[src/hw/fetch_consts.svh]
// reset pc, sram base address, sram depth and sram latency base
`ifndef FETCH_CONSTS_SVH
`define FETCH_CONSTS_SVH

// pc held until the first redirect
`define RESET_PC 32'h8000_0000

// first byte address decoded by the sram
`define SRAM_BASE 32'h8000_0000

// 256 words, 1 KiB
`define SRAM_WORDS_LOG2 8

// minimum response delay in cycles, addr[3:2] is added on top
`define SRAM_LAT_BASE 1

`endif

[src/hw/fetch_pkg.sv]
// word, address and response code types, fetch and load/store state enums
`default_nettype none

package fetch_pkg;

	// data or instruction word
	typedef logic [31:0] word_t;

	// byte address
	typedef logic [31:0] addr_t;

	// response code, same encoding as an axi rresp
	typedef logic [1:0] bus_resp_t;

	localparam bus_resp_t RESP_OKAY = 2'd0;
	localparam bus_resp_t RESP_ERR  = 2'd2;

	// fetch FSM
	typedef enum logic [1:0] {
		FS_IDLE,
		FS_ISSUE,
		FS_WAIT_RESP,
		FS_HOLD
	} fetch_state_t;

	// load/store FSM
	typedef enum logic [1:0] {
		LS_IDLE,
		LS_ISSUE,
		LS_WAIT_RESP
	} lsu_state_t;

endpackage

`default_nettype wire

[src/hw/mem_bus_if.sv]
// memory bus interface with request and response channels, master and slave modports
`timescale 1ns/1ps
`default_nettype none

interface mem_bus_if import fetch_pkg::*; ();

	// request channel
	logic      req_valid;
	logic      req_ready;
	addr_t     req_addr;
	logic      req_we;
	word_t     req_wdata;

	// response channel
	logic      resp_valid;
	logic      resp_ready;
	word_t     resp_rdata;
	bus_resp_t resp_code;

	// initiator side, used by both cpu-side units and by the arbiter toward the sram
	modport master (
		output req_valid, req_addr, req_we, req_wdata, resp_ready,
		input  req_ready, resp_valid, resp_rdata, resp_code
	);

	// target side, used by the sram and by the arbiter toward each unit
	modport slave (
		input  req_valid, req_addr, req_we, req_wdata, resp_ready,
		output req_ready, resp_valid, resp_rdata, resp_code
	);

endinterface

`default_nettype wire

[src/hw/load_store_unit.sv]
// load/store unit, one word access per strobe with completion strobe
`timescale 1ns/1ps
`default_nettype none

module load_store_unit import fetch_pkg::*; (
	input  logic       clk,
	input  logic       rst,
	input  logic       ls_req,
	input  logic       ls_we,
	input  addr_t      ls_addr,
	input  word_t      ls_wdata,
	mem_bus_if.master  bus,
	output logic       ls_done,
	output logic       ls_err,
	output logic       ls_busy,
	output word_t      ls_rdata
);

	lsu_state_t state;
	logic       we_r;
	addr_t      addr_r;
	word_t      wdata_r;

	logic accept;
	logic req_fire;
	logic resp_fire;

	// busy stays up through the done cycle
	assign ls_busy = (state != LS_IDLE) || ls_done;
	assign accept  = ls_req && !ls_busy;

	assign bus.req_valid  = (state == LS_ISSUE);
	assign bus.req_addr   = addr_r;
	assign bus.req_we     = we_r;
	assign bus.req_wdata  = wdata_r;
	assign bus.resp_ready = (state == LS_WAIT_RESP);

	assign req_fire  = bus.req_valid && bus.req_ready;
	assign resp_fire = bus.resp_valid && bus.resp_ready;

	// captured request
	always_ff @(posedge clk) begin
		if (accept) begin
			we_r    <= ls_we;
			addr_r  <= ls_addr;
			wdata_r <= ls_wdata;
		end
	end

	always_ff @(posedge clk) begin
		if (rst) begin
			state   <= LS_IDLE;
			ls_done <= 1'b0;
			ls_err  <= 1'b0;
		end else begin
			ls_done <= 1'b0;
			case (state)
				LS_IDLE: begin
					if (accept)
						state <= LS_ISSUE;
				end
				LS_ISSUE: begin
					if (req_fire)
						state <= LS_WAIT_RESP;
				end
				LS_WAIT_RESP: begin
					if (resp_fire) begin
						ls_done  <= 1'b1;
						ls_err   <= (bus.resp_code == RESP_ERR);
						// stores return zero
						ls_rdata <= we_r ? '0 : bus.resp_rdata;
						state    <= LS_IDLE;
					end
				end
				default: state <= LS_IDLE;
			endcase
		end
	end

endmodule

`default_nettype wire

[src/flat_wrapper.sv]
// flat-port wrapper written by rule: the top's interface ports become plain ports
module load_store_unit_flat import fetch_pkg::*;
  (clk, rst, ls_req, ls_we, ls_addr, ls_wdata, ls_done, ls_err, ls_busy, ls_rdata, bus_req_valid, bus_req_addr, bus_req_we, bus_req_wdata, bus_resp_ready, bus_req_ready, bus_resp_valid, bus_resp_rdata, bus_resp_code);
  mem_bus_if bus_i ();
  input  logic clk;
  input  logic rst;
  input  logic ls_req;
  input  logic ls_we;
  input  addr_t ls_addr;
  input  word_t ls_wdata;
  output logic ls_done;
  output logic ls_err;
  output logic ls_busy;
  output word_t ls_rdata;
  output wire logic [$bits(bus_i.req_valid)-1:0] bus_req_valid;
  output wire logic [$bits(bus_i.req_addr)-1:0] bus_req_addr;
  output wire logic [$bits(bus_i.req_we)-1:0] bus_req_we;
  output wire logic [$bits(bus_i.req_wdata)-1:0] bus_req_wdata;
  output wire logic [$bits(bus_i.resp_ready)-1:0] bus_resp_ready;
  input wire logic [$bits(bus_i.req_ready)-1:0] bus_req_ready;
  input wire logic [$bits(bus_i.resp_valid)-1:0] bus_resp_valid;
  input wire logic [$bits(bus_i.resp_rdata)-1:0] bus_resp_rdata;
  input wire logic [$bits(bus_i.resp_code)-1:0] bus_resp_code;
  assign bus_req_valid = bus_i.req_valid;
  assign bus_req_addr = bus_i.req_addr;
  assign bus_req_we = bus_i.req_we;
  assign bus_req_wdata = bus_i.req_wdata;
  assign bus_resp_ready = bus_i.resp_ready;
  assign bus_i.req_ready = bus_req_ready;
  assign bus_i.resp_valid = bus_resp_valid;
  assign bus_i.resp_rdata = bus_resp_rdata;
  assign bus_i.resp_code = bus_resp_code;
  load_store_unit u_core (.clk(clk), .rst(rst), .ls_req(ls_req), .ls_we(ls_we), .ls_addr(ls_addr), .ls_wdata(ls_wdata), .bus(bus_i), .ls_done(ls_done), .ls_err(ls_err), .ls_busy(ls_busy), .ls_rdata(ls_rdata));
endmodule
[config.mk]
export PLATFORM = sky130hd
export DESIGN_NAME = load_store_unit_flat
export DESIGN_NICKNAME = d
export VERILOG_FILES = /design/src/hw/fetch_consts.svh /design/src/hw/fetch_pkg.sv /design/src/hw/mem_bus_if.sv /design/src/hw/load_store_unit.sv /design/src/flat_wrapper.sv
export SDC_FILE = /design/constraint.sdc
export NUM_CORES = 1
export LEC_CHECK = 0
export BUFFER_PORTS_ARGS = -buffer_cell sky130_fd_sc_hd__buf_2
export CAP_MARGIN = 5
export CORE_MARGIN = 2
export CORE_UTILIZATION = 42
export CTS_CLUSTER_SIZE = 25
export DETAILED_ROUTE_END_ITERATION = 10
export GPL_ROUTABILITY_DRIVEN = 0
export GPL_TIMING_DRIVEN = 1
export MAX_ROUTING_LAYER = met4
export PLACE_DENSITY = 0.85
export SLEW_MARGIN = 20
export SYNTH_ARGS = -nofsm -noshare
export SYNTH_HDL_FRONTEND = slang
export SYNTH_SLANG_ARGS = --single-unit
[constraint.sdc]
create_clock -name clk -period 7.4 [get_ports clk]
set_input_delay 1.48 -clock clk [delete_from_list [all_inputs] [get_ports clk]]
set_output_delay 1.48 -clock clk [all_outputs]
set_load 0.005 [all_outputs]
==> impl_results.md <==
- WL/cell: 14.96 um
- Hold EP: u_core.ls_err$_SDFFE_PP0P_
- Max-Cap Viols: 0
- CP arrival: 1.66 ns
- Clk buf depth: 2
- Pwr/cell area: 229.4 nW/um^2
- Reg2reg start: u_core.state[1]$_SDFFE_PP0P_
- Post-CTS Setup Bufs: 0
- Fmax: 318.5 MHz
- Nets: 469
- RR Endpoint: u_core.ls_rdata[26]$_SDFFCE_PP0P_
- Clock-pin slew on the worst setup and hold paths: 0.09 ns
- Vias in the first global route: 2052
- Slowest cell on the critical path: edfxtp_1
- Syn avg cell area: 21.97 sq um
- EDFF count, synth: 97
- Final setup viols: 0
- Worst-skew pair later-pin latency: 0.35 ns
- RSZ-0062 raised after global routing: no
- WP data required: 5.92 ns
- Pin count of the biggest net entering global routing: 67
- Leak: 0.001975 uW
- Post-Synthesis Cells: 151
- TritonCTS clock tree: yes
- Final ANT Viol Nets: 0
- Count of different cell masters after synthesis: 16
- Final WS setup: 4.261 ns
- Crit. End Element: output pin
- Ys async rst share: 0
- Cell family with most CP delay: flip-flops
- Net Switching: 238.3 uW
- Initial antenna violation count: 0
- Post-DP HPWL: 5.341 mm
- Final Critical Period: 3.139 ns
- Final Routed Wirelength: 7.061 mm
- Filler cell count: 617
- Buf/Inv on CP: 1
- CP peak stage delay: 1.06 ns
- Die Span Y: 92.89 um
- Crit start category: flip-flop
- Crit path kind: flip-flop to output pin
- Seq/Total Area, Yosys: 0.9020
- Clk root buf: clkbuf_8
- Internal power: 831.4 uW
- Synthesized Nets: 255
- Overflow left after global routing: 0
- Outcome: finished, final reports clean
- Most frequent cell after synthesis: edfxtp_1
- Hold path cells: 2
- Hold buffer count at CTS: 0
- Post-synth top cells: 97 x edfxtp_1, 33 x nor2b_1, 4 x dfxtp_1, 3 x clkbuf_1
- Total Routing Usage GR: 0.1601
- Worst-case reg-to-reg path depth: 2
- Crit-path max FO: 33
- Setup TNS: 0 ns
- Die footprint: 8628 sq um
- Routed vias/inst: 4.396
- DRC Markers: 0
- Switching portion of total power: 0.2228
- Crit-path cells: buf_2
- Worst-Margin Slew: 1.056 ns
- Place WS: 4.499 ns
- HP Start: u_core.ls_err$_SDFFE_PP0P_
- CTS Buf Count: 9
- Power share of the combinational group: 0.076
- Worst VDD drop: 0.1257 mV
- Clk network pwr share: 0.296
- Site Rows: 32
- Core area: 7687 sq um
- Cts repair resizes: 0
- Top-Level Pins: 206
- Dpl cell area: 4484 sq um
- H-tree depth: 3
- WHS: 0.4760 ns
- Cell taking the most area after synthesis: edfxtp_1
- YS warnings: 0
- Relative slew slack: 0.2958
- # port buffers: 205
- First-pass DRT Iterations: 4
- Starting Density: 0.4316
- Final Skew: 0.01238 ns
- Total number of vias: 2075
- Fin. Hold Viols: 0
- Total clock sinks: 101
- Proportion of layout cells with a drive suffix above 1: 0.6081
- First-pass GRT wire length: 9.929 mm
- Final Cycle Share: 0.4242
- Initial DRC Count: 89
- Post-Layout Inst Area: 4662 sq um
- Area of the mapped netlist: 3318 sq um
- FF+latch count, synth: 101
- N_diodes: 0
- Internal reg-to-reg setup slack: 5.61 ns
- Reg area: 2993 sq um
- Flop pwr share: 0.628
- Largest cells by area after synthesis: edfxtp_1 88%, nor2b_1 6.2%, dfxtp_1 2.4%, nand3b_1 0.45%, nor4b_2 0.45%
- Multi-input combinational cell area: 330.3 sq um
- Top FF cell, synth: edfxtp_1
- Hold Path Class: flip-flop to flip-flop
- Chip width: 92.89 um
- Area Growth Syn to Fin: 40.50%
- Slew Limit Fails: 0
- Yosys top cell area share: 0.8778
## layout by cell type (no fill, tap or decap), drive strengths merged, types with 2 or more instances in the layout
| cell | instances |
|---|---|
| clkinv | 2 |
| dfxtp | 4 |
| or3b | 2 |
| buf | 206 |
| nand3b | 2 |
| nor2b | 33 |
| nor2 | 2 |
| inv | 4 |
| clkbuf | 9 |
| edfxtp | 97 |
## power groups by stage
stage          Clock (uW)  Sequential [uW]  Combinational (uW)
2_1_floorplan           0              688                22.0
3_3_place_gp            0              683                80.5
3_5_place_dp            0              685                82.6
4_1_cts               326              672                82.9
5_1_grt               348              675                90.2
6_report              317              672                81.3
## cell type report
cell class              instances  area share
multi-input cells              47     0.07085
repair buffers                206      0.2217
clock buffers                   9     0.02657
clock inverters                 7     0.01154
well taps                     102     0.02738
flip-flops and latches        101      0.6420
## how the worst max path moves through the flow
stage	end	slack [ns]	depth (start not counted)	from
5_1_grt	bus_req_we	4.14	1	u_core.bus.req_we$_DFFE_PP_
2_1_floorplan	u_core.state[0]$_SDFFE_PP0P_	1.73	2	ls_req
4_1_cts	bus_req_we	4.24	1	u_core.bus.req_we$_DFFE_PP_
3_3_place_gp	u_core.ls_rdata[3]$_SDFFCE_PP0P_	4.59	3	bus_resp_valid
3_5_place_dp	u_core.ls_rdata[2]$_SDFFCE_PP0P_	4.50	3	bus_resp_valid
6_report	bus_req_we	4.26	1	u_core.bus.req_we$_DFFE_PP_
## per-stage QoR
| stage | std cells | power, uW | util |
|---|---|---|---|
| after floorplan | 151 | 710.3 | - |
| after global placement | 456 | 763.9 | 0.5833 |
| after detailed placement | 456 | 768.1 | 0.5833 |
| after CTS | 472 | 1081 | 0.6064 |
| after global routing | 472 | 1113 | 0.6064 |
| final | 472 | 1070 | 0.6064 |
## state kept, by name (all words and copies together), names as in the netlist
name / cells
u_core.bus.req_addr: 32
u_core.bus.req_wdata: 32
u_core.bus.req_we: 1
u_core.ls_done: 1
u_core.ls_err: 1
u_core.ls_rdata: 32
u_core.state: 2
## metal layers
metal  routed length [um]  GRT usage  part of all wire  vias to the layer above
li1                     -          -                 -                      992
met1                 2619     0.1827              0.37                      938
met2                 3671     0.2748              0.52                      136
met3                  687    0.04475             0.097                        9
met4                   82    0.05147             0.012                        0
met5                    0          -                 0                        -
## kinds of logic (layout without fill, tap and decap cells)
group,count (synthesis),count (layout),synth area share
AND/OR/NAND/NOR,44,44,0.08711
AO/OA/AOI/OAI,2,2,0.004524
buffers and inverters,3,222,0.003393
multiplexers,1,1,0.003017
flip-flops,101,101,0.9020
No activity file was read; power rests on OpenSTA's default activity.
