$ cat src/hw/fetch_consts.svh
// reset pc, sram base address, sram depth and sram latency base
`ifndef FETCH_CONSTS_SVH
`define FETCH_CONSTS_SVH

// pc held until the first redirect
`define RESET_PC 32'h8000_0000

// first byte address decoded by the sram
`define SRAM_BASE 32'h8000_0000

// 256 words, 1 KiB
`define SRAM_WORDS_LOG2 8

// minimum response delay in cycles, addr[3:2] is added on top
`define SRAM_LAT_BASE 1

`endif

$ cat src/hw/fetch_pkg.sv
// word, address and response code types, fetch and load/store state enums
`default_nettype none

package fetch_pkg;

	// data or instruction word
	typedef logic [31:0] word_t;

	// byte address
	typedef logic [31:0] addr_t;

	// response code, same encoding as an axi rresp
	typedef logic [1:0] bus_resp_t;

	localparam bus_resp_t RESP_OKAY = 2'd0;
	localparam bus_resp_t RESP_ERR  = 2'd2;

	// fetch FSM
	typedef enum logic [1:0] {
		FS_IDLE,
		FS_ISSUE,
		FS_WAIT_RESP,
		FS_HOLD
	} fetch_state_t;

	// load/store FSM
	typedef enum logic [1:0] {
		LS_IDLE,
		LS_ISSUE,
		LS_WAIT_RESP
	} lsu_state_t;

endpackage

`default_nettype wire

$ cat src/hw/mem_bus_if.sv
// memory bus interface with request and response channels, master and slave modports
`timescale 1ns/1ps
`default_nettype none

interface mem_bus_if import fetch_pkg::*; ();

	// request channel
	logic      req_valid;
	logic      req_ready;
	addr_t     req_addr;
	logic      req_we;
	word_t     req_wdata;

	// response channel
	logic      resp_valid;
	logic      resp_ready;
	word_t     resp_rdata;
	bus_resp_t resp_code;

	// initiator side, used by both cpu-side units and by the arbiter toward the sram
	modport master (
		output req_valid, req_addr, req_we, req_wdata, resp_ready,
		input  req_ready, resp_valid, resp_rdata, resp_code
	);

	// target side, used by the sram and by the arbiter toward each unit
	modport slave (
		input  req_valid, req_addr, req_we, req_wdata, resp_ready,
		output req_ready, resp_valid, resp_rdata, resp_code
	);

endinterface

`default_nettype wire

$ cat src/hw/bus_arbiter.sv
// round-robin arbiter for two bus masters, locked per transaction
`timescale 1ns/1ps
`default_nettype none

module bus_arbiter (
	input  logic      clk,
	input  logic      rst,
	mem_bus_if.slave  m_fetch,
	mem_bus_if.slave  m_ls,
	mem_bus_if.master s_mem
);

	// owner and last_ls: 0 is fetch, 1 is load/store
	logic locked;
	logic owner;
	logic last_ls;

	logic pick_ls;
	logic sel_ls;
	logic any_req;
	logic resp_fire;

	assign any_req = m_fetch.req_valid || m_ls.req_valid;

	// on a tie the loser of the previous round goes first
	assign pick_ls = m_ls.req_valid && (!m_fetch.req_valid || !last_ls);
	assign sel_ls  = locked ? owner : pick_ls;

	assign resp_fire = s_mem.resp_valid && s_mem.resp_ready;

	// request path, granted combinationally while the bus is free
	assign s_mem.req_valid = sel_ls ? m_ls.req_valid : m_fetch.req_valid;
	assign s_mem.req_addr  = sel_ls ? m_ls.req_addr  : m_fetch.req_addr;
	assign s_mem.req_we    = sel_ls ? m_ls.req_we    : m_fetch.req_we;
	assign s_mem.req_wdata = sel_ls ? m_ls.req_wdata : m_fetch.req_wdata;

	assign m_fetch.req_ready = !sel_ls && s_mem.req_ready;
	assign m_ls.req_ready    = sel_ls && s_mem.req_ready;

	// response path only toward the locked owner
	assign s_mem.resp_ready = locked && (owner ? m_ls.resp_ready : m_fetch.resp_ready);

	assign m_fetch.resp_valid = locked && !owner && s_mem.resp_valid;
	assign m_ls.resp_valid    = locked && owner && s_mem.resp_valid;

	// payload is shared, qualified by resp_valid
	assign m_fetch.resp_rdata = s_mem.resp_rdata;
	assign m_fetch.resp_code  = s_mem.resp_code;
	assign m_ls.resp_rdata    = s_mem.resp_rdata;
	assign m_ls.resp_code     = s_mem.resp_code;

	always_ff @(posedge clk) begin
		if (rst) begin
			locked  <= 1'b0;
			owner   <= 1'b0;
			last_ls <= 1'b0;
		end else if (!locked) begin
			// lock on the grant cycle so the sram sees a stable request
			if (any_req) begin
				locked  <= 1'b1;
				owner   <= pick_ls;
				last_ls <= pick_ls;
			end
		end else if (resp_fire) begin
			locked <= 1'b0;
		end
	end

endmodule

`default_nettype wire

$ cat src/flat_wrapper.sv
// flat-port wrapper written by rule: the top's interface ports become plain ports
module bus_arbiter_flat 
  (clk, rst, m_fetch_req_valid, m_fetch_req_addr, m_fetch_req_we, m_fetch_req_wdata, m_fetch_resp_ready, m_fetch_req_ready, m_fetch_resp_valid, m_fetch_resp_rdata, m_fetch_resp_code, m_ls_req_valid, m_ls_req_addr, m_ls_req_we, m_ls_req_wdata, m_ls_resp_ready, m_ls_req_ready, m_ls_resp_valid, m_ls_resp_rdata, m_ls_resp_code, s_mem_req_valid, s_mem_req_addr, s_mem_req_we, s_mem_req_wdata, s_mem_resp_ready, s_mem_req_ready, s_mem_resp_valid, s_mem_resp_rdata, s_mem_resp_code);
  mem_bus_if m_fetch_i ();
  mem_bus_if m_ls_i ();
  mem_bus_if s_mem_i ();
  input  logic clk;
  input  logic rst;
  input wire logic [$bits(m_fetch_i.req_valid)-1:0] m_fetch_req_valid;
  input wire logic [$bits(m_fetch_i.req_addr)-1:0] m_fetch_req_addr;
  input wire logic [$bits(m_fetch_i.req_we)-1:0] m_fetch_req_we;
  input wire logic [$bits(m_fetch_i.req_wdata)-1:0] m_fetch_req_wdata;
  input wire logic [$bits(m_fetch_i.resp_ready)-1:0] m_fetch_resp_ready;
  output wire logic [$bits(m_fetch_i.req_ready)-1:0] m_fetch_req_ready;
  output wire logic [$bits(m_fetch_i.resp_valid)-1:0] m_fetch_resp_valid;
  output wire logic [$bits(m_fetch_i.resp_rdata)-1:0] m_fetch_resp_rdata;
  output wire logic [$bits(m_fetch_i.resp_code)-1:0] m_fetch_resp_code;
  input wire logic [$bits(m_ls_i.req_valid)-1:0] m_ls_req_valid;
  input wire logic [$bits(m_ls_i.req_addr)-1:0] m_ls_req_addr;
  input wire logic [$bits(m_ls_i.req_we)-1:0] m_ls_req_we;
  input wire logic [$bits(m_ls_i.req_wdata)-1:0] m_ls_req_wdata;
  input wire logic [$bits(m_ls_i.resp_ready)-1:0] m_ls_resp_ready;
  output wire logic [$bits(m_ls_i.req_ready)-1:0] m_ls_req_ready;
  output wire logic [$bits(m_ls_i.resp_valid)-1:0] m_ls_resp_valid;
  output wire logic [$bits(m_ls_i.resp_rdata)-1:0] m_ls_resp_rdata;
  output wire logic [$bits(m_ls_i.resp_code)-1:0] m_ls_resp_code;
  output wire logic [$bits(s_mem_i.req_valid)-1:0] s_mem_req_valid;
  output wire logic [$bits(s_mem_i.req_addr)-1:0] s_mem_req_addr;
  output wire logic [$bits(s_mem_i.req_we)-1:0] s_mem_req_we;
  output wire logic [$bits(s_mem_i.req_wdata)-1:0] s_mem_req_wdata;
  output wire logic [$bits(s_mem_i.resp_ready)-1:0] s_mem_resp_ready;
  input wire logic [$bits(s_mem_i.req_ready)-1:0] s_mem_req_ready;
  input wire logic [$bits(s_mem_i.resp_valid)-1:0] s_mem_resp_valid;
  input wire logic [$bits(s_mem_i.resp_rdata)-1:0] s_mem_resp_rdata;
  input wire logic [$bits(s_mem_i.resp_code)-1:0] s_mem_resp_code;
  assign m_fetch_i.req_valid = m_fetch_req_valid;
  assign m_fetch_i.req_addr = m_fetch_req_addr;
  assign m_fetch_i.req_we = m_fetch_req_we;
  assign m_fetch_i.req_wdata = m_fetch_req_wdata;
  assign m_fetch_i.resp_ready = m_fetch_resp_ready;
  assign m_fetch_req_ready = m_fetch_i.req_ready;
  assign m_fetch_resp_valid = m_fetch_i.resp_valid;
  assign m_fetch_resp_rdata = m_fetch_i.resp_rdata;
  assign m_fetch_resp_code = m_fetch_i.resp_code;
  assign m_ls_i.req_valid = m_ls_req_valid;
  assign m_ls_i.req_addr = m_ls_req_addr;
  assign m_ls_i.req_we = m_ls_req_we;
  assign m_ls_i.req_wdata = m_ls_req_wdata;
  assign m_ls_i.resp_ready = m_ls_resp_ready;
  assign m_ls_req_ready = m_ls_i.req_ready;
  assign m_ls_resp_valid = m_ls_i.resp_valid;
  assign m_ls_resp_rdata = m_ls_i.resp_rdata;
  assign m_ls_resp_code = m_ls_i.resp_code;
  assign s_mem_req_valid = s_mem_i.req_valid;
  assign s_mem_req_addr = s_mem_i.req_addr;
  assign s_mem_req_we = s_mem_i.req_we;
  assign s_mem_req_wdata = s_mem_i.req_wdata;
  assign s_mem_resp_ready = s_mem_i.resp_ready;
  assign s_mem_i.req_ready = s_mem_req_ready;
  assign s_mem_i.resp_valid = s_mem_resp_valid;
  assign s_mem_i.resp_rdata = s_mem_resp_rdata;
  assign s_mem_i.resp_code = s_mem_resp_code;
  bus_arbiter u_core (.clk(clk), .rst(rst), .m_fetch(m_fetch_i), .m_ls(m_ls_i), .s_mem(s_mem_i));
endmodule
$ cat config.mk
export PLATFORM = sky130hd
export DESIGN_NAME = bus_arbiter_flat
export DESIGN_NICKNAME = d
export VERILOG_FILES = /design/src/hw/fetch_consts.svh /design/src/hw/fetch_pkg.sv /design/src/hw/mem_bus_if.sv /design/src/hw/bus_arbiter.sv /design/src/flat_wrapper.sv
export SDC_FILE = /design/constraint.sdc
export NUM_CORES = 1
export LEC_CHECK = 0
export BUFFER_PORTS_ARGS = -buffer_cell sky130_fd_sc_hd__buf_4
export CAP_MARGIN = 5
export CORE_AREA = 2 2 120 122
export DETAILED_ROUTE_END_ITERATION = 8
export DIE_AREA = 0 0 122 124
export PLACE_DENSITY = 0.42
export SYNTH_ARGS = -nofsm -noshare
export SYNTH_HDL_FRONTEND = slang
export SYNTH_SLANG_ARGS = --single-unit
$ cat constraint.sdc
create_clock -name clk -period 4.1 [get_ports clk]
set_input_delay 0.41 -clock clk [delete_from_list [all_inputs] [get_ports clk]]
set_output_delay 0.41 -clock clk [all_outputs]
set_load 0.01 [all_outputs]
==> results.md, run 1 <==
* Outcome: completed
* Max H-tree Level at 1
* Vias post-DR at 1655
* Die footprint at 15100 um^2
* FF/Latch Area at 40.0 um^2
* Antenna viol nets, final at 0
* Number of synthesized register bits at 2
* CTS clock-pin slew for the worst setup and hold paths at 30 ps
* Clk_lat worst skew at 220 ps
* Power per cell area at 205 nW/um^2
* Share of post-route cells with drive strength above 1 at 93.6%
* CP Launch Type: register
* Area post-placement at 2780 um^2
* Drt pass-1 iters at 3
* CTS max path bufs at 2
* Site row count at 43
* DRC errors left at 0
* Slew HR at 32.6%
* DPL Wire Length at 6470 um
* Via density at 3.48
* Worst-margin pin slew at 1010 ps
* Drt total wl at 7360 um
* Commonest non-fill, non-tap cell in the layout: buf_4
* Final setup fails at 0
* Most frequent cells in the layout: buf_4 (208), mux2_2 (37), mux2_4 (28), nor2b_1 (3), clkbuf_16 (3)
* CTS tree: yes
* Nets at 470
* Post-CTS sizing at 0
* Final min period at 2720 ps
* Gr ovfl total at 0
* Syn Area/Cell at 9.71 um^2
* Setup TNS at 0 ps
* Ant diodes at 0
* Synthesis-to-finish area growth at 82.8%
* Crit. End Element: output pin
* Syn Nets at 333
* Starting DRT DRC Count at 29
* Crit path kind: reg2out
* IO Port Bufs at 208
* Post-synthesis sequential area ratio at 2.56%
* Final Hold Vio Count at 0
* Chip Width at 122 um
* Largest net degree at the start of global routing at 68
* Cts hold-fix bufs at 0
* Clk_skew at 1.00 ps
* Cell area after layout at 2860 um^2
* Max Cap Violations at 0
* Clk sinks at 2
* Initial Util at 11.4%
* Core Region at 13700 um^2
* # fillers at 1521
* # IOs at 311
* Worst-path fanout max at 67
* Leak at 1.46 nW
* Unrepaired setup endpoints after global routing: false
* Worst Hold Class: in2reg
* Worst VDD drop at 0.205 mV
* Synthesized cell area at 1560 um^2
* Crit path DAT at 2310 ps
* Area of the multi-input gates at 957 um^2
* Cell count after synthesis at 161
* Antenna violations before repair at 0
* Die Y at 124 um
* Routed WL per cell at 15.5 um
* Vias in the first global route at 1603
* TritonCTS Buffers at 3
* Synth cell types at 20
* Final Slew Violations at 0
* GPL Wtd Cong at 0.651
* Period utilization at 66.3%
* CP required at 3690 ps
* First-pass GRT wire length at 9250 um
* Setup Fix Bufs, Post-CTS at 0
* Max Fclk at 368 MHz
* Clock root buffer: clkbuf_16
* GR Util All Layers at 8.33%
* Yosys warns at 0
## critical path, cell delays in order (launching register included)
cell     delay, ps
dfxtp_1        370
nor2b_1        210
a22o_4         810
mux2_2         470
buf_4          170
## state kept, by name, summed over array words and instances (netlist names)
signal         count
u_core.locked      1
u_core.owner       1
## final timing paths
| path | startpoint | end | slack [ps] | cells after the start |
|---|---|---|---|---|
| worst max-delay path | u_core.locked$_SDFF_PP0_ | s_mem_req_wdata[3] | 1380 | 4 |
| worst min-delay path | rst | u_core.locked$_SDFF_PP0_ | 360 | 2 |
| worst max register to register | u_core.owner$_SDFFE_PP0P_ | u_core.locked$_SDFF_PP0_ | 3040 | 3 |
| worst min register to register | u_core.owner$_SDFFE_PP0P_ | u_core.owner$_SDFFE_PP0P_ | 670 | 2 |
## power breakdown
part / internal [mW] / leakage [nW] / switching (mW)
clock: 0.124 / 0.0370 / 0.0211
combinational: 0.264 / 1.41 / 0.152
sequential: 0.0214 / 0.0167 / 0.00391
## cells in the mapped netlist
cell      instances  area, um^2
a211oi_1          1        7.51
dfxtp_1           2        40.0
buf_2             4        20.0
buf_6             4        45.0
nand3b_1          1        7.51
and2_1            1        6.26
mux2_2           37         417
mux2_4           28         420
mux2i_1           1        10.0
a21oi_1           1        5.00
and3b_1           1        8.76
nor2_1            2        7.51
nand2_1           2        7.51
o21ai_0           1        5.00
nor3_1            1        5.00
a22o_1            1        8.76
nor3b_1           1        7.51
and3_1            1        6.26
nor2b_1           3        18.8
buf_4            68         510
## per-stage QoR
step,worst slack (ps),util [%],total power [mW],instances,hold slack (ps)
2_1_floorplan,2330,-,0.284,161,482
3_3_place_gp,1450,20.3,0.452,473,583
3_5_place_dp,1470,20.3,0.450,473,584
4_1_cts,1350,20.8,0.600,476,355
5_1_grt,1240,20.8,0.623,476,359
6_report,1380,20.8,0.587,476,357
## routing by layer
layer | up-vias | part of all wire [%] | global-route usage (%)
met1 | 737 | 40 | 10.9
met3 | 5 | 15 | 4.53
met5 | - | 0 | 0
met2 | 156 | 45 | 12.3
li1 | 757 | - | -
met4 | 0 | 0.23 | 1.22
## cell type report
cell class | count | share of cell area (%)
well taps | 180 | 7.88
flip-flops and latches | 2 | 1.40
repair buffers | 208 | 54.6
multi-input cells | 83 | 33.5
clock buffers | 3 | 2.63
## kinds of logic after synthesis
family | after synthesis | synth area share (%)
muxes | 66 | 54.2
and+or+nand+nor | 13 | 4.80
DFF | 2 | 2.56
AOI/OAI and AO/OA | 4 | 1.68
buffers and inverters | 76 | 36.8
Note: power is estimated with default switching activity, not from simulation.
==> run 2, diff against run 1 <==
--- a/config.mk
+++ b/config.mk
@@ -5,12 +5,13 @@
 export SDC_FILE = /design/constraint.sdc
 export NUM_CORES = 1
 export LEC_CHECK = 0
+export ABC_AREA = 1
 export BUFFER_PORTS_ARGS = -buffer_cell sky130_fd_sc_hd__buf_4
 export CAP_MARGIN = 5
-export CORE_AREA = 2 2 120 122
+export CORE_AREA = 2 2 119 121
 export DETAILED_ROUTE_END_ITERATION = 8
-export DIE_AREA = 0 0 122 124
-export PLACE_DENSITY = 0.42
+export DIE_AREA = 0 0 121 123
+export PLACE_DENSITY = 0.43
 export SYNTH_ARGS = -nofsm -noshare
 export SYNTH_HDL_FRONTEND = slang
 export SYNTH_SLANG_ARGS = --single-unit
==> constraint.sdc (replaced) <==
create_clock -name clk -period 2.76 [get_ports clk]
set_input_delay 0.276 -clock clk [delete_from_list [all_inputs] [get_ports clk]]
set_output_delay 0.276 -clock clk [all_outputs]
set_load 0.01 [all_outputs]
==> run 2 against run 1 <==
Net effect: first-iteration DRC count grew 62%; design area grew 0.96%; synthesized area increased by 3.7%; register-to-register slack got worse by 1300 ps; die area decreased by 1.6%; worst setup slack worse by 580 ps; global-route usage increased by 0.12 points; combinational power grew 52%; critical endpoint is now s_mem_req_addr[1].
==> results.md, run 2 <==
* Crit path kind: reg2out (unchanged)
* Reg2Reg Depth at 5 (was 3)
* Post-synth top area share at 32.4% (was 32.6%)
* Post-synth top cells: nand2_1 (139), buf_4 (70), nand3_1 (68) (was buf_4 (68), mux2_2 (37), mux2_4 (28))
* Final Slew Violations at 0 (unchanged)
* GPL Wtd Cong at 0.777 (was 0.651)
* DPL Wire Length at 5650 um (was 6470 um)
* Via density at 3.78 (was 3.48)
* Synth cell types at 16 (was 20)
* Antenna violations before repair at 0 (unchanged)
* Syn Area/Cell at 5.16 um^2 (was 9.71 um^2)
* Starting DRT DRC Count at 47 (was 29)
* Vias post-DR at 2342 (was 1655)
* Worst r2r src: u_core.owner$_SDFFE_PP0P_ (unchanged)
* Flop pwr share at 4.0% (was 4.3%)
* Core Region at 13600 um^2 (was 13700 um^2)
* Site row count at 43 (unchanged)
* Max H-tree Level at 1 (unchanged)
* Antenna viol nets, final at 0 (unchanged)
* EDFF count, synth at 0 (unchanged)
* Max Cap Violations at 0 (unchanged)
* CP Launch Type: register (unchanged)
* Worst Hold Class: in2reg (unchanged)
* Cell with the most instances after synthesis: nand2_1 (was buf_4)
* Area contributors post-synth: buf_4 (32%), nand2_1 (32%), nand3_1 (21%) (was buf_4 (33%), mux2_4 (27%), mux2_2 (27%))
* Die Y at 123 um (was 124 um)
* Sw frac at 37.2% (was 30.2%)
* Worst-path fanout max at 66 (was 67)
* Critical-path cell list: nand2_2 > nand2_2 > buf_12 > nand2_1 > nand2_1 > buf_4 (was nor2b_1 > a22o_4 > mux2_2 > buf_4)
* Setup TNS at 0 ps (unchanged)
* Share of post-route cells with drive strength above 1 at 50.0% (was 93.6%)
* Clk_skew at 4.25 ps (was 1.00 ps)
* Hold path start: s_mem_resp_valid (was rst)
* Yosys warns at 0 (unchanged)
* Leak at 1.72 nW (was 1.46 nW)
* Clk pwr share at 25.1% (was 24.7%)
* IO Port Bufs at 208 (unchanged)
* Synthesized cell area at 1620 um^2 (was 1560 um^2)
* TritonCTS Buffers at 3 (unchanged)
* Unrepaired setup endpoints after global routing: false (unchanged)
* Nets at 614 (was 470)
* Internal cell power at 0.560 mW (was 0.410 mW)
* Max stage delay on crit path at 420 ps (was 810 ps)
* Drt total wl at 7080 um (was 7360 um)
* Post-layout util at 21.2% (was 20.8%)
* R2R Path End: u_core.owner$_SDFFE_PP0P_ (was u_core.locked$_SDFF_PP0_)
* Worst Hold Depth at 2 (unchanged)
* Commonest non-fill, non-tap cell in the layout: buf_4 (unchanged)
* Initial Util at 11.9% (was 11.4%)
* Top cell type by total area after synthesis: buf_4 (unchanged)
* CP required at 2480 ps (was 3690 ps)
* Final Hold Vio Count at 0 (unchanged)
* Number of synthesized register bits at 2 (unchanged)
* Ant diodes at 0 (unchanged)
* Chip Width at 121 um (was 122 um)
* Cell count after synthesis at 314 (was 161)
* Post-synthesis sequential area ratio at 2.47% (was 2.56%)
* CTS tree: yes (unchanged)
* Clk_lat worst skew at 230 ps (was 220 ps)
* Clock root buffer: clkbuf_16 (unchanged)
* Hold endpoint: u_core.locked$_SDFF_PP0_ (unchanged)
* CP max-delay cell: dfxtp_1 (was a22o_4)
* GR Util All Layers at 8.45% (was 8.33%)
* Crit path DAT at 1680 ps (was 2310 ps)
* Cts hold-fix bufs at 0 (unchanged)
* # IOs at 311 (unchanged)
* Asr flop ratio synth at 0% (unchanged)
* Crit. End Element: output pin (unchanged)
* Power per cell area at 309 nW/um^2 (was 205 nW/um^2)
* Largest net degree at the start of global routing at 67 (was 68)
* Syn Nets at 486 (was 333)
* Post-CTS sizing at 0 (unchanged)
* Slew HR at 77.1% (was 32.6%)
* Max Fclk at 510 MHz
* Outcome: completed (unchanged)
* Drt pass-1 iters at 4 (was 3)
* Logic gate share of total power at 70.9% (was 71.0%)
* Final min period at 1960 ps
* Gr ovfl total at 0 (unchanged)
* Most frequent cells in the layout: buf_4 (212), nand2_1 (138), nand3_1 (68), inv_1 (5) (was buf_4 (208), mux2_2 (37), mux2_4 (28), nor2b_1 (3), clkbuf_16 (3))
* Final setup fails at 0 (unchanged)
* # fillers at 1550 (was 1521)
* CTS clock-pin slew for the worst setup and hold paths at 30 ps (about the same)
* Setup slack, reg-to-reg at 1740 ps (was 3040 ps)
* First-pass GRT wire length at 10500 um (was 9250 um)
* Biggest regs: u_core.locked: 1 flops, u_core.owner: 1 flops (unchanged)
* CTS max path bufs at 2 (unchanged)
* Die footprint at 14900 um^2 (was 15100 um^2)
* Period utilization at 71.0%
* Worst VDD drop at 0.465 mV (was 0.205 mV)
* Setup Fix Bufs, Post-CTS at 0 (unchanged)
* Routed WL per cell at 11.4 um (was 15.5 um)
* Vias in the first global route at 2136 (was 1603)
* Worst-margin pin slew at 342 ps (was 1010 ps)
* Clk sinks at 2 (unchanged)
* DRC errors left at 0 (unchanged)
* Synthesis-to-finish area growth at 78.0% (was 82.8%)
* P_sw at 0.332 mW (was 0.177 mW)
* Synth Flop Type: dfxtp_1 (unchanged)
==> run 2: cell count changes after synthesis, moves of 2 or more <==
cell      delta
mux2_2      -37
buf_2        +5
inv_1        +5
nor2b_1      -3
buf_1        +2
clkbuf_1     +4
nand2_1    +137
mux2_4      -28
nand3_1     +68
buf_4        +2
==> run 2: cell type report <==
type                            count  area [um^2]  area share, %
Tap cell                          180          225           7.80
Multi-Input combinational cell    216          912           31.6
Sequential cell                     2         40.0           1.39
Clock buffer                        3         75.1           2.60
Timing Repair Buffer              213         1610           55.8
Inverter                            6         22.5          0.780
==> run 2: how the worst max path moves through the flow <==
stage	start	endpoint	slack, ps	depth (start not counted)
floorplan	u_core.owner$_SDFFE_PP0P_	s_mem_req_addr[0]	1410	7
global placement	u_core.owner$_SDFFE_PP0P_	s_mem_req_addr[1]	1030	6
detailed placement	u_core.owner$_SDFFE_PP0P_	s_mem_req_wdata[2]	980	6
CTS	u_core.owner$_SDFFE_PP0P_	s_mem_req_wdata[2]	740	6
global route	u_core.owner$_SDFFE_PP0P_	s_mem_req_wdata[2]	580	6
finish	u_core.owner$_SDFFE_PP0P_	s_mem_req_addr[1]	800	6
==> run 2: logic make-up after synthesis <==
| group | count (synthesis) | share of synthesized area [%] |
|---|---|---|
| simple gates | 213 | 55.2 |
| buf+inv | 96 | 41.4 |
| compound gates | 3 | 0.926 |
| flops | 2 | 2.47 |
==> run 2: stage by stage <==
step / area [um^2] / std cells / hold slack [ps] / setup WS [ps] / power [mW]
floorplan: 1620 / 314 / 367 / 1410 / 0.411
global placement: 2810 / 617 / 477 / 1030 / 0.676
detailed placement: 2810 / 617 / 478 / 980 / 0.677
CTS: 2890 / 620 / 246 / 736 / 0.906
global route: 2890 / 620 / 260 / 579 / 0.967
finish: 2890 / 620 / 246 / 800 / 0.891
==> run 2: power groups by stage <==
stage / sequential, mW / clock, mW / combinational [mW]
6_report: 0.0354 / 0.224 / 0.632
3_3_place_gp: 0.0358 / 0 / 0.640
5_1_grt: 0.0360 / 0.232 / 0.699
3_5_place_dp: 0.0359 / 0 / 0.641
4_1_cts: 0.0355 / 0.228 / 0.643
2_1_floorplan: 0.0336 / 0 / 0.378
==> run 2: critical path, delay by kind of cell (launching register included) <==
kind                   cells  cell delay, ps
buffers and inverters      2             390
DFF                        1             420
and+or+nand+nor            4             600
==> run 2: metal layers <==
metal  vias up  part of all wire, %  global-route usage (%)  wire length, um
li1       1172                    -                       -                -
met1      1015                   36                    9.76             2520
met2       140                   52                    15.5             3710
met3        15                   11                    1.98              760
met4         0                  1.2                    2.40               85
met5         -                    0                       0                0
==> run 3, diff against run 2 <==
==> constraint.sdc (replaced) <==
create_clock -name clk -period 1.95 [get_ports clk]
set_input_delay 0.195 -clock clk [delete_from_list [all_inputs] [get_ports clk]]
set_output_delay 0.195 -clock clk [all_outputs]
set_load 0.01 [all_outputs]
==> run 3 against run 2 <==
Net effect: first-iteration DRC count up 40%; worst setup slack lost 610 ps; largest cell class unchanged; global-route usage barely moved; clock power up 40%; highest routed layer unchanged.
==> results.md, run 3 (synthesis results as in run 2) <==
* Final Slew Violations at 0 (unchanged)
* DPL Wire Length at 5700 um (was 5650 um)
* Max Fclk at 570 MHz
* Post-CTS sizing at 0 (unchanged)
* Period utilization at 90.0%
* # IOs at 311 (unchanged)
* CTS max path bufs at 2 (unchanged)
* Nets at 614 (unchanged)
* Antenna viol nets, final at 0 (unchanged)
* Slew HR at 73.5% (was 77.1%)
* Final min period at 1760 ps
* GPL Wtd Cong at 0.811 (was 0.777)
* Commonest non-fill, non-tap cell in the layout: buf_4 (unchanged)
* Most frequent CP cell: nand2_1
* Critical-path cell list: nand2_1 > nand3_2 > buf_12 > nand3_1 > nand2_1 > buf_4 (was nand2_2 > nand2_2 > buf_12 > nand2_1 > nand2_1 > buf_4)
* GR Util All Layers at 8.44% (was 8.45%)
* Worst Hold Class: in2reg (unchanged)
* Drt pass-1 iters at 4 (unchanged)
* CTS tree: yes (unchanged)
* IO Port Bufs at 208 (unchanged)
* Worst-path fanout max at 67 (was 66)
* Drt total wl at 7140 um (was 7080 um)
* Ant diodes at 0 (unchanged)
* TritonCTS Buffers at 3 (unchanged)
* Core Region at 13600 um^2 (unchanged)
* Largest net degree at the start of global routing at 68 (was 67)
* Vias post-DR at 2346 (was 2342)
* Max H-tree Level at 1 (unchanged)
* Routed WL per cell at 11.5 um (was 11.4 um)
* Antenna violations before repair at 0 (unchanged)
* CTS clock-pin slew for the worst setup and hold paths at 30 ps (about the same)
* Site row count at 43 (unchanged)
* Biggest regs: u_core.locked: 1 flops, u_core.owner: 1 flops (unchanged)
* Max Cap Violations at 0 (unchanged)
* Most frequent cells in the layout: buf_4 (212), nand2_1 (138), nand3_1 (68), inv_1 (5) (unchanged)
* Share of post-route cells with drive strength above 1 at 50.0% (unchanged)
* Crit. End Element: output pin (unchanged)
* Setup TNS at 0 ps (unchanged)
* First-pass GRT wire length at 10400 um (was 10500 um)
* Die footprint at 14900 um^2 (unchanged)
* Via density at 3.78 (about the same)
* Clk_skew at 3.17 ps (was 4.25 ps)
* Outcome: completed (unchanged)
* CP Launch Type: register (unchanged)
* Max stage delay on crit path at 430 ps (was 420 ps)
* Worst VDD drop at 0.325 mV (was 0.465 mV)
* CP max-delay cell: dfxtp_1 (unchanged)
* Gr ovfl total at 0 (unchanged)
* Post-layout util at 21.2% (unchanged)
* Synthesis-to-finish area growth at 78.0% (unchanged)
* Crit path kind: reg2out (unchanged)
* DRC errors left at 0 (unchanged)
* Clk_lat worst skew at 220 ps (was 230 ps)
* Starting DRT DRC Count at 66 (was 47)
* Die Y at 123 um (unchanged)
* Chip Width at 121 um (unchanged)
* Final Hold Vio Count at 0 (unchanged)
* Cts hold-fix bufs at 0 (unchanged)
* Final setup fails at 0 (unchanged)
* Worst-margin pin slew at 397 ps (was 342 ps)
* Vias in the first global route at 2115 (was 2136)
* Crit path DAT at 1560 ps (was 1680 ps)
* Unrepaired setup endpoints after global routing: false (unchanged)
* Initial Util at 11.9% (unchanged)
* Power per cell area at 437 nW/um^2 (was 309 nW/um^2)
* Setup Fix Bufs, Post-CTS at 0 (unchanged)
* Clock root buffer: clkbuf_16 (unchanged)
* Clk sinks at 2 (unchanged)
* CP required at 1750 ps (was 2480 ps)
* Leak at 1.72 nW (about the same)
==> run 3: layout make-up <==
cell class | count | area (um^2)
Fill cell | 1587 | 10700
Multi-Input combinational cell | 216 | 912
Tap cell | 180 | 225
Clock buffer | 3 | 75.1
Timing Repair Buffer | 213 | 1610
Sequential cell | 2 | 40.0
Inverter | 6 | 22.5
==> run 3: power breakdown <==
group | switching (mW) | internal [mW]
sequential | 0.00568 | 0.0449
clock | 0.0520 | 0.261
combinational | 0.412 | 0.485
==> run 3: per-layer routing <==
metal	global-route usage [%]	vias to the layer above	part of all wire, %
met2	15.1	145	51
li1	-	1171	-
met5	0	-	0
met4	2.11	0	0.91
met1	9.84	1010	36
met3	2.44	20	11
==> run 3: worst paths after layout <==
check | cells after the start | to | slack (ps) | startpoint
setup / recovery | 6 | s_mem_req_wdata[0] | 190 | u_core.owner$_SDFFE_PP0P_
hold / removal | 2 | u_core.locked$_SDFF_PP0_ | 170 | s_mem_resp_valid
setup reg to reg | 6 | u_core.owner$_SDFFE_PP0P_ | 690 | u_core.owner$_SDFFE_PP0P_
hold reg to reg | 4 | u_core.locked$_SDFF_PP0_ | 640 | u_core.locked$_SDFF_PP0_
==> run 3: critical path: cells and delay by family (launching register included) <==
| kind | cells | cell delay [ps] |
|---|---|---|
| flip-flops | 1 | 430 |
| buffers and inverters | 2 | 400 |
| AND/OR/NAND/NOR | 4 | 490 |
==> run 3: through the flow <==
| stage | total power, mW | cells | worst slack [ps] | area, um^2 | hold slack [ps] |
|---|---|---|---|---|---|
| floorplan | 0.582 | 314 | 676 | 1620 | 286 |
| global placement | 0.955 | 617 | 434 | 2810 | 389 |
| detailed placement | 0.957 | 617 | 383 | 2810 | 390 |
| CTS | 1.28 | 620 | 149 | 2890 | 173 |
| global route | 1.36 | 620 | 21.5 | 2890 | 176 |
| finish | 1.26 | 620 | 194 | 2890 | 175 |
